[config.mk]
export PLATFORM = sky130hd
export DESIGN_NAME = i2c_bus_top
export DESIGN_NICKNAME = d
export VERILOG_FILES = /design/src/i2c_cmd_pkg.sv /design/src/i2c_bus_pkg.sv /design/src/i2c_byte_if.sv /design/src/i2c_cmd_sequencer.sv /design/src/i2c_bit_timer.sv /design/src/i2c_byte_master.sv /design/src/i2c_bus_top.sv
export SDC_FILE = /design/constraint.sdc
export NUM_CORES = 1
export LEC_CHECK = 0
export ABC_CLOCK_PERIOD_IN_PS = 2800
export BUFFER_PORTS_ARGS = -buffer_cell sky130_fd_sc_hd__buf_2
export CORE_ASPECT_RATIO = 1.1
export CORE_MARGIN = 10
export CORE_UTILIZATION = 55
export DETAILED_ROUTE_END_ITERATION = 10
export PLACE_DENSITY = 0.77
export SETUP_SLACK_MARGIN = 0.15
export SYNTH_ARGS = -nofsm -noshare
export SYNTH_HDL_FRONTEND = slang
export SYNTH_SLANG_ARGS = --single-unit
[constraint.sdc]
create_clock -name clk -period 2.8 [get_ports clk]
set_input_delay 0.56 -clock clk [delete_from_list [all_inputs] [get_ports clk]]
set_output_delay 0.56 -clock clk [all_outputs]
set_load 0.05 [all_outputs]
[src/i2c_cmd_pkg.sv]
`default_nettype none

package i2c_cmd_pkg;

  // Host command address and command/response word
  typedef logic [5:0]  cmd_addr_t;
  typedef logic [31:0] cmd_word_t;

  // Command addresses decoded by the sequencer
  localparam cmd_addr_t CMD_ADDR_BUS1   = 6'h3c;
  localparam cmd_addr_t CMD_ADDR_BUS2   = 6'h3d;
  localparam cmd_addr_t CMD_ADDR_FILTER = 6'h00;

  // Tag in bits 31..25 of a direct command
  localparam logic [6:0] CMD_TAG = 7'h03;

  typedef enum logic [3:0] {
    IDLE,
    ADDR,
    WR_REG,
    WR_VAL,
    WR_PAD,
    RD_ADDR,
    RD_REG,
    RD_BYTE,
    DONE
  } seq_state_t;

endpackage

`default_nettype wire

[src/i2c_bus_pkg.sv]
`default_nettype none

package i2c_bus_pkg;

  typedef logic [6:0] dev_addr_t;
  typedef logic [7:0] i2c_byte_t;

  // Port expander behind the filter board
  localparam dev_addr_t EXPANDER_ADDR = 7'h20;
  localparam i2c_byte_t EXPANDER_REG  = 8'h0a;

  typedef enum logic [2:0] {
    IDLE,
    START,
    BIT,
    ACK,
    STOP,
    RESTART
  } phase_t;

endpackage

`default_nettype wire

[src/i2c_byte_if.sv]
`timescale 1ns/10ps
`default_nettype none

interface i2c_byte_if import i2c_bus_pkg::*; ();

  dev_addr_t dev_addr;
  logic      op_write;
  logic      op_read;
  logic      op_stop;
  logic      op_valid;
  logic      op_ready;
  i2c_byte_t wr_data;
  logic      wr_valid;
  logic      wr_ready;
  i2c_byte_t rd_data;
  logic      rd_valid;
  logic      nack;
  logic      busy;

  modport seq (
    output dev_addr, op_write, op_read, op_stop, op_valid, wr_data, wr_valid,
    input  op_ready, wr_ready, rd_data, rd_valid, nack, busy
  );

  modport eng (
    input  dev_addr, op_write, op_read, op_stop, op_valid, wr_data, wr_valid,
    output op_ready, wr_ready, rd_data, rd_valid, nack, busy
  );

endinterface

`default_nettype wire

[src/i2c_cmd_sequencer.sv]
`timescale 1ns/10ps
`default_nettype none

module i2c_cmd_sequencer import i2c_cmd_pkg::*, i2c_bus_pkg::*; (
  input  wire         clk,
  input  wire         rst,
  input  cmd_addr_t   cmd_addr_i,
  input  cmd_word_t   cmd_data_i,
  input  wire         cmd_rqst_i,
  output logic        cmd_ack_o,
  output cmd_word_t   cmd_resp_o,
  output logic        read_done_o,
  output logic        en_i2c2_o,
  output logic        ready_o,
  i2c_byte_if.seq     bus
);

  seq_state_t state;
  dev_addr_t  dev_q;
  i2c_byte_t  reg_q;
  i2c_byte_t  val_q;
  logic       is_read;
  logic       is_filter;
  logic [6:0] filt_q;
  logic       ant_q;
  logic [1:0] rd_cnt;

  logic direct_hit;
  logic filter_hit;
  logic need_bus;
  logic accept;
  logic drop;
  logic op_fire;
  logic wr_fire;

  assign direct_hit = ((cmd_addr_i == CMD_ADDR_BUS1) || (cmd_addr_i == CMD_ADDR_BUS2)) &&
                      (cmd_data_i[31:25] == CMD_TAG);
  // Filter bits 23..17, antenna bit 13
  assign filter_hit = (cmd_addr_i == CMD_ADDR_FILTER) &&
                      ((cmd_data_i[23:17] != filt_q) || (cmd_data_i[13] != ant_q));
  assign need_bus   = cmd_rqst_i && (direct_hit || filter_hit);
  assign accept     = need_bus && (state == i2c_cmd_pkg::IDLE) && !bus.busy;
  assign drop       = need_bus && !accept;

  assign op_fire = bus.op_valid && bus.op_ready;
  assign wr_fire = bus.wr_valid && bus.wr_ready;

  assign bus.dev_addr = dev_q;
  assign bus.op_write = (state == ADDR);
  assign bus.op_read  = (state == RD_ADDR);
  assign bus.op_valid = (state == ADDR) || (state == RD_ADDR);
  assign bus.wr_valid = (state == WR_REG) || (state == WR_VAL) ||
                        (state == WR_PAD) || (state == RD_REG);
  // Marks the last byte of the transaction
  assign bus.op_stop  = ((state == WR_VAL) && !is_filter) || (state == WR_PAD) ||
                        ((state == RD_BYTE) && (rd_cnt == 2'd3));

  always_comb begin
    case (state)
      WR_VAL:  bus.wr_data = val_q;
      WR_PAD:  bus.wr_data = 8'h00;
      default: bus.wr_data = reg_q;
    endcase
  end

  always_ff @(posedge clk) begin
    if (rst) begin
      state       <= i2c_cmd_pkg::IDLE;
      is_read     <= 1'b0;
      is_filter   <= 1'b0;
      filt_q      <= '0;
      ant_q       <= 1'b0;
      rd_cnt      <= '0;
      cmd_ack_o   <= 1'b0;
      read_done_o <= 1'b0;
      en_i2c2_o   <= 1'b0;
      ready_o     <= 1'b0;
    end else begin
      read_done_o <= 1'b0;
      cmd_ack_o   <= (state == i2c_cmd_pkg::IDLE) && !bus.busy && !drop;
      ready_o     <= (state == i2c_cmd_pkg::IDLE) && !bus.busy;
      case (state)
        i2c_cmd_pkg::IDLE: begin
          if (accept) begin
            state <= ADDR;
            if (direct_hit) begin
              is_read   <= cmd_data_i[24];
              is_filter <= 1'b0;
              en_i2c2_o <= (cmd_addr_i == CMD_ADDR_BUS2);
            end else begin
              is_read   <= 1'b0;
              is_filter <= 1'b1;
              filt_q    <= cmd_data_i[23:17];
              ant_q     <= cmd_data_i[13];
              en_i2c2_o <= 1'b0;
            end
          end
        end
        ADDR:    if (op_fire) state <= is_read ? RD_REG : WR_REG;
        WR_REG:  if (wr_fire) state <= WR_VAL;
        WR_VAL:  if (wr_fire) state <= is_filter ? WR_PAD : DONE;
        WR_PAD:  if (wr_fire) state <= DONE;
        RD_REG:  if (wr_fire) state <= RD_ADDR;
        RD_ADDR: begin
          if (op_fire) begin
            rd_cnt <= '0;
            state  <= RD_BYTE;
          end
        end
        RD_BYTE: begin
          if (bus.rd_valid) begin
            rd_cnt <= rd_cnt + 2'd1;
            if (rd_cnt == 2'd3) begin
              read_done_o <= 1'b1;
              state       <= DONE;
            end
          end
        end
        DONE:    if (!bus.busy) state <= i2c_cmd_pkg::IDLE;
        default: state <= i2c_cmd_pkg::IDLE;
      endcase
    end
  end

  // Command payload and response
  always_ff @(posedge clk) begin
    if (accept) begin
      if (direct_hit) begin
        dev_q <= cmd_data_i[22:16];
        reg_q <= cmd_data_i[15:8];
        val_q <= cmd_data_i[7:0];
      end else begin
        dev_q <= EXPANDER_ADDR;
        reg_q <= EXPANDER_REG;
        val_q <= {cmd_data_i[13], cmd_data_i[23:17]};
      end
    end
    // First byte ends up lowest
    if ((state == RD_BYTE) && bus.rd_valid) begin
      cmd_resp_o <= {bus.rd_data, cmd_resp_o[31:8]};
    end
  end

  // Write byte held steady until the engine takes it
  a_wr_hold: assert property (@(posedge clk) disable iff (rst)
    (bus.wr_valid && !bus.wr_ready) |=> (bus.wr_valid && $stable(bus.wr_data)));

endmodule

`default_nettype wire

[src/i2c_bit_timer.sv]
`timescale 1ns/10ps
`default_nettype none

module i2c_bit_timer #(
  parameter int PRESCALE = 2
) (
  input  wire        clk,
  input  wire        rst,
  input  wire        run_i,
  output logic       tick_o,
  output logic [1:0] quarter_o
);

  localparam int CW = (PRESCALE > 0) ? $clog2(PRESCALE + 1) : 1;

  logic [CW-1:0] cnt;

  assign tick_o = run_i && (cnt == CW'(PRESCALE));

  // Restart from quarter 0 whenever the engine goes idle
  always_ff @(posedge clk) begin
    if (rst || !run_i) begin
      cnt       <= '0;
      quarter_o <= 2'd0;
    end else if (tick_o) begin
      cnt       <= '0;
      quarter_o <= quarter_o + 2'd1;
    end else begin
      cnt <= cnt + 1'b1;
    end
  end

  // Steady ticking every PRESCALE+1 clocks
  a_tick_period: assert property (@(posedge clk) disable iff (rst)
    (tick_o && $past(run_i, PRESCALE + 1)) |-> $past(tick_o, PRESCALE + 1));

endmodule

`default_nettype wire

[src/i2c_byte_master.sv]
`timescale 1ns/10ps
`default_nettype none

module i2c_byte_master import i2c_bus_pkg::*; (
  input  wire        clk,
  input  wire        rst,
  i2c_byte_if.eng    bus,
  input  wire        tick_i,
  input  wire  [1:0] quarter_i,
  output logic       run_o,
  input  wire        scl_i,
  output logic       scl_o,
  output logic       scl_t,
  input  wire        sda_i,
  output logic       sda_o,
  output logic       sda_t
);

  phase_t     phase;
  logic [8:0] sh;
  logic [2:0] bit_cnt;
  logic       active;
  logic       reading;
  logic       addr_byte;
  logic       last_q;
  logic       samp;
  logic       scl_q;
  logic       sda_q;
  logic       nack_q;
  logic       rd_valid_q;
  i2c_byte_t  rd_data_q;

  assign run_o        = (phase != IDLE);
  assign bus.op_ready = (phase == IDLE);
  assign bus.wr_ready = (phase == IDLE) && active;
  assign bus.busy     = active;
  assign bus.nack     = nack_q;
  assign bus.rd_valid = rd_valid_q;
  assign bus.rd_data  = rd_data_q;

  // Open drain, a high level releases the line
  assign scl_o = scl_q;
  assign scl_t = scl_q;
  assign sda_o = sda_q;
  assign sda_t = sda_q;

  always_ff @(posedge clk) begin
    if (rst) begin
      phase      <= IDLE;
      bit_cnt    <= '0;
      active     <= 1'b0;
      reading    <= 1'b0;
      addr_byte  <= 1'b0;
      last_q     <= 1'b0;
      scl_q      <= 1'b1;
      sda_q      <= 1'b1;
      nack_q     <= 1'b0;
      rd_valid_q <= 1'b0;
    end else begin
      rd_valid_q <= 1'b0;
      case (phase)
        IDLE: begin
          if (bus.op_valid) begin
            reading   <= bus.op_read;
            addr_byte <= 1'b1;
            last_q    <= bus.op_stop;
            bit_cnt   <= '0;
            active    <= 1'b1;
            phase     <= active ? RESTART : START;
            if (!active) nack_q <= 1'b0;
          end else if (active && bus.wr_valid) begin
            addr_byte <= 1'b0;
            last_q    <= bus.op_stop;
            bit_cnt   <= '0;
            phase     <= BIT;
          end
        end
        START, RESTART: begin
          if (tick_i) begin
            case (quarter_i)
              2'd0: sda_q <= 1'b1;
              2'd1: scl_q <= 1'b1;
              2'd2: sda_q <= 1'b0;
              default: begin
                scl_q <= 1'b0;
                phase <= BIT;
              end
            endcase
          end
        end
        BIT: begin
          if (tick_i) begin
            case (quarter_i)
              2'd0: sda_q <= sh[8];
              2'd1: scl_q <= 1'b1;
              2'd2: samp  <= sda_i;
              default: begin
                scl_q   <= 1'b0;
                bit_cnt <= bit_cnt + 3'd1;
                if (bit_cnt == 3'd7) phase <= ACK;
              end
            endcase
          end
        end
        ACK: begin
          if (tick_i) begin
            case (quarter_i)
              2'd0: begin
                // NACK the final read byte
                if (reading && !addr_byte) begin
                  sda_q  <= bus.op_stop;
                  last_q <= bus.op_stop;
                end else begin
                  sda_q <= 1'b1;
                end
              end
              2'd1: scl_q <= 1'b1;
              2'd2: samp  <= sda_i;
              default: begin
                scl_q <= 1'b0;
                if (reading && !addr_byte) begin
                  rd_valid_q <= 1'b1;
                  rd_data_q  <= sh[7:0];
                end else if (samp) begin
                  nack_q <= 1'b1;
                end
                if (reading) begin
                  if (!addr_byte && last_q) begin
                    phase <= STOP;
                  end else begin
                    addr_byte <= 1'b0;
                    bit_cnt   <= '0;
                    phase     <= BIT;
                  end
                end else begin
                  phase <= last_q ? STOP : IDLE;
                end
              end
            endcase
          end
        end
        STOP: begin
          if (tick_i) begin
            case (quarter_i)
              2'd0: sda_q <= 1'b0;
              2'd1: scl_q <= 1'b1;
              2'd2: sda_q <= 1'b1;
              default: begin
                active <= 1'b0;
                phase  <= IDLE;
              end
            endcase
          end
        end
        default: phase <= IDLE;
      endcase
    end
  end

  // Shift register: transmit MSB first, receive into the low bits
  always_ff @(posedge clk) begin
    if ((phase == IDLE) && bus.op_valid) begin
      sh <= {bus.dev_addr, bus.op_read, 1'b1};
    end else if ((phase == IDLE) && active && bus.wr_valid) begin
      sh <= {bus.wr_data, 1'b1};
    end else if ((phase == BIT) && tick_i && (quarter_i == 2'd3)) begin
      sh <= {sh[7:0], samp};
    end else if ((phase == ACK) && tick_i && (quarter_i == 2'd3) && reading) begin
      sh <= 9'h1ff;
    end
  end

  a_sda_stable: assert property (@(posedge clk) disable iff (rst)
    ($changed(sda_o) && !(phase inside {START, RESTART, STOP})) |-> !scl_o);

  // Clock stretching is not supported, SCL readback is only watched
  a_scl_follow: assert property (@(posedge clk) disable iff (rst)
    (!scl_o && $past(!scl_o)) |-> !scl_i);

endmodule

`default_nettype wire

[src/i2c_bus_top.sv]
`timescale 1ns/10ps
`default_nettype none

module i2c_bus_top import i2c_cmd_pkg::*; #(
  parameter int PRESCALE = 2
) (
  input  wire         clk,
  input  wire         rst,
  input  cmd_addr_t   cmd_addr_i,
  input  cmd_word_t   cmd_data_i,
  input  wire         cmd_rqst_i,
  output logic        cmd_ack_o,
  output cmd_word_t   cmd_resp_o,
  output logic        read_done_o,
  output logic        en_i2c2_o,
  output logic        ready_o,
  output logic        nack_o,
  input  wire         scl_i,
  output logic        scl_o,
  output logic        scl_t,
  input  wire         sda_i,
  output logic        sda_o,
  output logic        sda_t
);

  logic       run;
  logic       tick;
  logic [1:0] quarter;

  i2c_byte_if u_bus ();

  assign nack_o = u_bus.nack;

  i2c_cmd_sequencer u_seq (
    .clk         (clk),
    .rst         (rst),
    .cmd_addr_i  (cmd_addr_i),
    .cmd_data_i  (cmd_data_i),
    .cmd_rqst_i  (cmd_rqst_i),
    .cmd_ack_o   (cmd_ack_o),
    .cmd_resp_o  (cmd_resp_o),
    .read_done_o (read_done_o),
    .en_i2c2_o   (en_i2c2_o),
    .ready_o     (ready_o),
    .bus         (u_bus.seq)
  );

  i2c_bit_timer #(
    .PRESCALE (PRESCALE)
  ) u_timer (
    .clk       (clk),
    .rst       (rst),
    .run_i     (run),
    .tick_o    (tick),
    .quarter_o (quarter)
  );

  i2c_byte_master u_eng (
    .clk       (clk),
    .rst       (rst),
    .bus       (u_bus.eng),
    .tick_i    (tick),
    .quarter_i (quarter),
    .run_o     (run),
    .scl_i     (scl_i),
    .scl_o     (scl_o),
    .scl_t     (scl_t),
    .sda_i     (sda_i),
    .sda_o     (sda_o),
    .sda_t     (sda_t)
  );

endmodule

`default_nettype wire

# Yosys cells after proc, flatten, opt, wreduce, memory -nomap -nowiden

Index checks and enable logic that the tools add are counted.

Reduce and logical (&&, ||, !) cells: 76
Mux-type cells: 91
Bitwise operators: 7
Equal/unequal tests: 58
$add $sub $neg: 4

Operators by type and width:

| cell                                                  | number |
|---|---|
| two-way mux 3 bit                                     | 24 |
| two-way mux 4 bit                                     | 11 |
| two-way mux 9 bit                                     | 4 |
| inequality test 2 x 1 -> 1 bit, second input constant | 18 |
| one-hot mux 4 bit (9 select lines)                    | 1 |
| two-way mux 1 bit                                     | 35 |
| inequality test 2 bit, second input constant          | 13 |
| logical AND 1 bit                                     | 23 |
| AND reduction 10 bit                                  | 2 |
| equality test 4 x 3 -> 1 bit, second input constant   | 4 |
| one-hot mux 1 bit (2 select lines)                    | 8 |
| one-hot mux 8 bit (2 select lines)                    | 1 |
| one-hot mux 3 bit (5 select lines)                    | 1 |
| AND reduction 5 bit                                   | 3 |
| equality test 6 bit, second input constant            | 2 |
| logical OR 1 bit                                      | 10 |
| nonzero test 2 bit                                    | 5 |
| OR reduction 2 bit                                    | 5 |
| equality test 3 bit, second input constant            | 3 |
| inequality test 3 x 1 -> 1 bit, second input constant | 3 |
| one-hot mux 3 bit (3 select lines)                    | 1 |
| AND reduction 9 bit                                   | 1 |
| equality test 2 bit, second input constant            | 4 |
| equality test 4 x 2 -> 1 bit, second input constant   | 2 |
| 31 further kinds                                      | 52 |

Output and inout port bits: 41
Register bits after elaboration: 111
Input bits: 43
Word-level logic and storage cells: 266

# Depth between registers and ports, before layout

Depth in word-level cells: 11
Depth in mapped cells: 7

# Cells and area by module

Synthesis repeated with hierarchy kept, for this count alone.

Cell total of the unflattened synthesis: 427
Area total of the unflattened synthesis: 4946.0 um2

By module, submodules not included:

| module            | seq. area each (um2) | times used | cells each | area an instance (um2) |
|---|---|---|---|---|
| i2c_cmd_sequencer | 2031.9               | 1          | 240        | 3091.7 |
| i2c_byte_master   | 810.8                | 1          | 172        | 1699.1 |
| i2c_bit_timer     | 80.1                 | 1          | 15         | 155.1 |

# Worst setup path before layout

OpenSTA, ideal clock, no wires.

Path kind: reg-to-reg
Start point: reg u_seq.state[3]
End point: reg u_seq.cmd_resp_o[0] (enable)
Cell stages (with the launch flop): 4
Setup slack: 0.317 ns
Arrival time: 2.061 ns
Setup time: 0.422 ns
Cell sequence: dfxtp_1 > and3b_1 > nand2_1 > nor2_1

Word-level cells in the longest chain between the ends: 2

RTL lines:

| element                      | RTL line                 | RTL |
|---|---|---|
| from (decl)                  | i2c_cmd_sequencer.sv:18  | `seq_state_t state;` |
| from (signal assigned)       | i2c_cmd_sequencer.sv:68  | `state <= i2c_cmd_pkg::IDLE;` |
| from (signal assigned)       | i2c_cmd_sequencer.sv:99  | `ADDR: if (op_fire) state <= is_read ? RD_REG : WR_REG;` |
| from (signal assigned)       | i2c_cmd_sequencer.sv:101 | `WR_VAL: if (wr_fire) state <= is_filter ? WR_PAD : DONE;` |
| equality test 4 x 3 -> 1 bit | i2c_cmd_sequencer.sv:139 | `if ((state == RD_BYTE) && bus.rd_valid) begin` |
| logical AND 1 bit            | i2c_cmd_sequencer.sv:139 |  |
| to (signal assigned)         | i2c_cmd_sequencer.sv:140 | `cmd_resp_o <= {bus.rd_data, cmd_resp_o[31:8]};` |
| to (decl)                    | i2c_cmd_sequencer.sv:11  | `output cmd_word_t cmd_resp_o,` |

No other way between the ends.
A chain may end at the register's enable or synchronous reset.

# Worst setup path after layout

Start point: reg u_seq.state[1]
End point: reg u_seq.reg_q[6] (enable)

Word-level cells in the longest chain between the ends: 3

RTL lines:

| element                        | RTL line                 | RTL |
|---|---|---|
| zero test 4 bit                | i2c_cmd_sequencer.sv:42  | `assign accept = need_bus && (state == i2c_cmd_pkg::IDLE) && !bus.busy;` |
| logical AND 1 bit (2 in a row) | i2c_cmd_sequencer.sv:42  |  |
| via u_seq.accept               | i2c_cmd_sequencer.sv:31  | `logic accept;` |
| to (signal assigned)           | i2c_cmd_sequencer.sv:130 | `reg_q <= cmd_data_i[15:8];` |
| to (decl)                      | i2c_cmd_sequencer.sv:20  | `i2c_byte_t reg_q;` |

The timed path passes the listed nets, and every way through them passes these cells.

==> Flow_metrics.wiki <==
{| class="wikitable"
! Metric !! Value
|-
| Outcome || finished, final reports clean
|-
| Sequential share of the synthesized area || 0.604
|-
| Slack of the worst reg-to-reg path || 580 ps
|-
| Register bit count reported by yosys || 110
|-
| Vias/cell || 5.61
|-
| Sum of routed wire segments on met1 || 4220 um
|-
| Final RePlAce weighted congestion || 0.879
|-
| Largest fanout on the critical path || 23
|-
| Average wire per cell in the routed design || 15.9 um
|-
| Worst setup timing slack at the placement stage || 474 ps
|-
| CTS Root Cell || clkbuf_8
|-
| Final Hold Vio Count || 0
|-
| Routed Antenna Nets || 0
|-
| Yosys top cell area share || 0.447
|-
| # hold bufs at CTS || 0
|-
| Clock Path Buffers || 2
|-
| Final Max Tran Viols || 0
|-
| Setup total negative slack || 0 ps
|-
| Clock latency on the worst-skew pair || 370 ps
|-
| Pin count of the biggest net entering global routing || 38
|-
| Post-placement cell area || 5370 um^2
|-
| Mean instance size in the synthesized netlist || 11.8 um^2
|-
| Core Util, Final || 0.656
|-
| Port Buffer Count || 82
|-
| Global Route Usage Sum || 0.150
|-
| Iteration-0 DRC Markers || 170
|-
| Max cap viols || 0
|-
| Overflow left after global routing || 0
|-
| TritonRoute pass-1 iters || 4
|-
| Summed instance area of the synthesized netlist || 4840 um^2
|-
| Headroom to the max-slew limit || 0.526
|-
| Estimated wirelength of the detail-placed design || 7240 um
|-
| Buffers inserted during post-CTS setup optimization || 0
|-
| Antenna diode count || 0
|-
| Min-Delay Path Class || input port to flip-flop
|-
| Share of final-layout standard cells stronger than drive strength 1 || 0.260
|-
| Post-synthesis async set-or-reset flop share || 0
|-
| Die X-Extent || 109 um
|-
| Quantity of gates resized following cts || 0
|-
| Endpoint arrival time on the critical path || 2270 ps
|-
| CTS tree || yes
|-
| DR DRC count || 0
|-
| Final routed wirelength across all metal layers || 9650 um
|-
| Initial core utilization || 0.570
|-
| Metal3 WL || 718 um
|-
| Count of nets after finishing || 544
|-
| Dominant cells by area after synthesis || edfxtp_1, dfxtp_1, nor2_1
|-
| Via count || 3408
|-
| Max IR drop VDD || 284 uV
|-
| Data required, critical path || 2850 ps
|-
| RSZ-0062 raised after global routing || false
|-
| Finished layout cell area || 5570 um^2
|-
| Critical path startpoint category || flip-flop
|-
| F_max || 451 MHz
|-
| Final critical-path share of the clock period || 0.793
|-
| Vertical die dimension || 118 um
|-
| Number of standard cells after synthesis || 410
|-
| Initial antenna violation count || 0
|-
| Setup violators final || 0
|-
| Leak || 2.00 nW
|-
| First-pass GRT wire length || 16000 um
|-
| Clock-pin transition on the worst setup and hold timing paths || 110 ps
|-
| Synth-to-Final Area Change || 15.1%
|-
| Inserted Clock Buffers || 9
|-
| Clock sinks || 110
|-
| Total Die Area || 13000 um^2
|-
| Level count of the clock H-tree || 3
|-
| Worst Clk Skew || 13.2 ps
|-
| Count of pins on the block boundary || 84
|-
| Predominant post-synthesis flop cell || edfxtp_1
|-
| Power per cell area || 568 nW/um^2
|-
| Critical Path End Type || flip-flop
|-
| Library cells used by synthesis || 58
|-
| Minimum period implied by the final worst setup slack || 2220 ps
|-
| Floorplan row count || 35
|-
| Synth Warn # || 0
|-
| Count of flip-flops with a built-in enable after synthesis || 72
|-
| Transition time at the pin with the least slew margin || 711 ps
|-
| Leading area contributor after synthesis || edfxtp_1
|-
| Startpoint-to-endpoint class of the critical path || flip-flop to flip-flop
|-
| Top sig layer || met4
|-
| Net count of the mapped netlist || 462
|-
| Number of global-route vias before repair || 3390
|-
| Met2 wire length || 4610 um
|-
| Core area || 8500 um^2
|-
| Setup slack after layout || 581 ps
|}
[Yosys cell counts (7+ instances only)]
| cell | count |
|---|---|
| edfxtp_1 | 72 |
| nor2_1 | 40 |
| dfxtp_1 | 38 |
| nand2_1 | 23 |
| a21oi_1 | 17 |
| and2_1 | 15 |
| clkbuf_1 | 14 |
| o21ai_0 | 14 |
| mux2i_1 | 11 |
| nand2b_1 | 11 |
| nand3_1 | 11 |
| inv_1 | 10 |
| a221oi_1 | 9 |
| ha_1 | 9 |
| mux2_2 | 8 |
| xor2_1 | 8 |
| a31oi_1 | 7 |
| nor4_1 | 7 |
| o22ai_1 | 7 |
[state kept, by name, summed over array words and instances, names as in the netlist, 2 cells and up]
name                flops
u_seq.state             4
u_seq.bus.dev_addr      7
u_seq.reg_q             8
u_eng.sh                9
u_eng.bit_cnt           3
u_seq.val_q             8
u_eng.bus.rd_data       8
u_timer.cnt             2
u_seq.filt_q            7
u_seq.cmd_resp_o       32
u_timer.quarter_o       2
u_eng.phase             3
u_seq.rd_cnt            2
[cell usage in the layout (no fill, tap or decap), types with 10 or more instances in the layout]
master	instances
a21oi_1	17
nand2_1	23
buf_2	82
nand3_1	11
nand2b_1	11
o21ai_0	14
and2_1	15
nor2_1	39
dfxtp_1	38
edfxtp_1	72
mux2i_1	11
inv_1	10
buf_4	12
[per-stage QoR]
stage                     hold slack (ps)  std cells  power, mW
final                                 359        608       3.17
after detailed placement              405        592       2.25
after global routing                  336        608       3.32
after floorplan                       399        410       2.13
after global placement                401        592       2.25
after CTS                             340        608       3.20
[worst paths after layout]
path,startpoint,to,depth (start not counted)
max,u_seq.state[1],u_seq.reg_q[6],5
min reg2reg,u_eng.bus.rd_data[1],u_seq.cmd_resp_o[25],0
min,sda_i,u_eng.samp,1
max reg2reg,u_seq.state[1],u_seq.reg_q[6],5
[cell families after synthesis]
| group | synth area share |
|---|---|
| buf+inv | 0.0305 |
| simple gates | 0.167 |
| compound gates | 0.117 |
| fa+ha+maj | 0.0233 |
| xor+xnor | 0.0181 |
| mux | 0.0413 |
| flops | 0.604 |
[critical path: stages (launching register included)]
cell and delay [ps]:
dfxtp_1 480, nor3_1 340, nand3_1 230, a211oi_2 400, or2_2 180, buf_4 270
[cell type report]
class	count	area, um^2
Multi-Input combinational cell	267	1770
Clock inverter	7	75.1
Sequential cell	110	2920
Inverter	10	37.5
Clock buffer	9	124
Timing Repair Buffer	94	500
Tap cell	111	139
Fill cell	679	2920
[power by group]
group / internal [mW] / switching [mW]
sequential: 1.75 / 0.0404
clock: 0.361 / 0.583
combinational: 0.179 / 0.259
[per-layer routing]
metal / vias up / track usage
met5: - / 0
met4: 0 / 0.0497
met3: 10 / 0.0408
met2: 122 / 0.239
met1: 1579 / 0.190
li1: 1697 / -
Power figures use the tool's default switching activity.
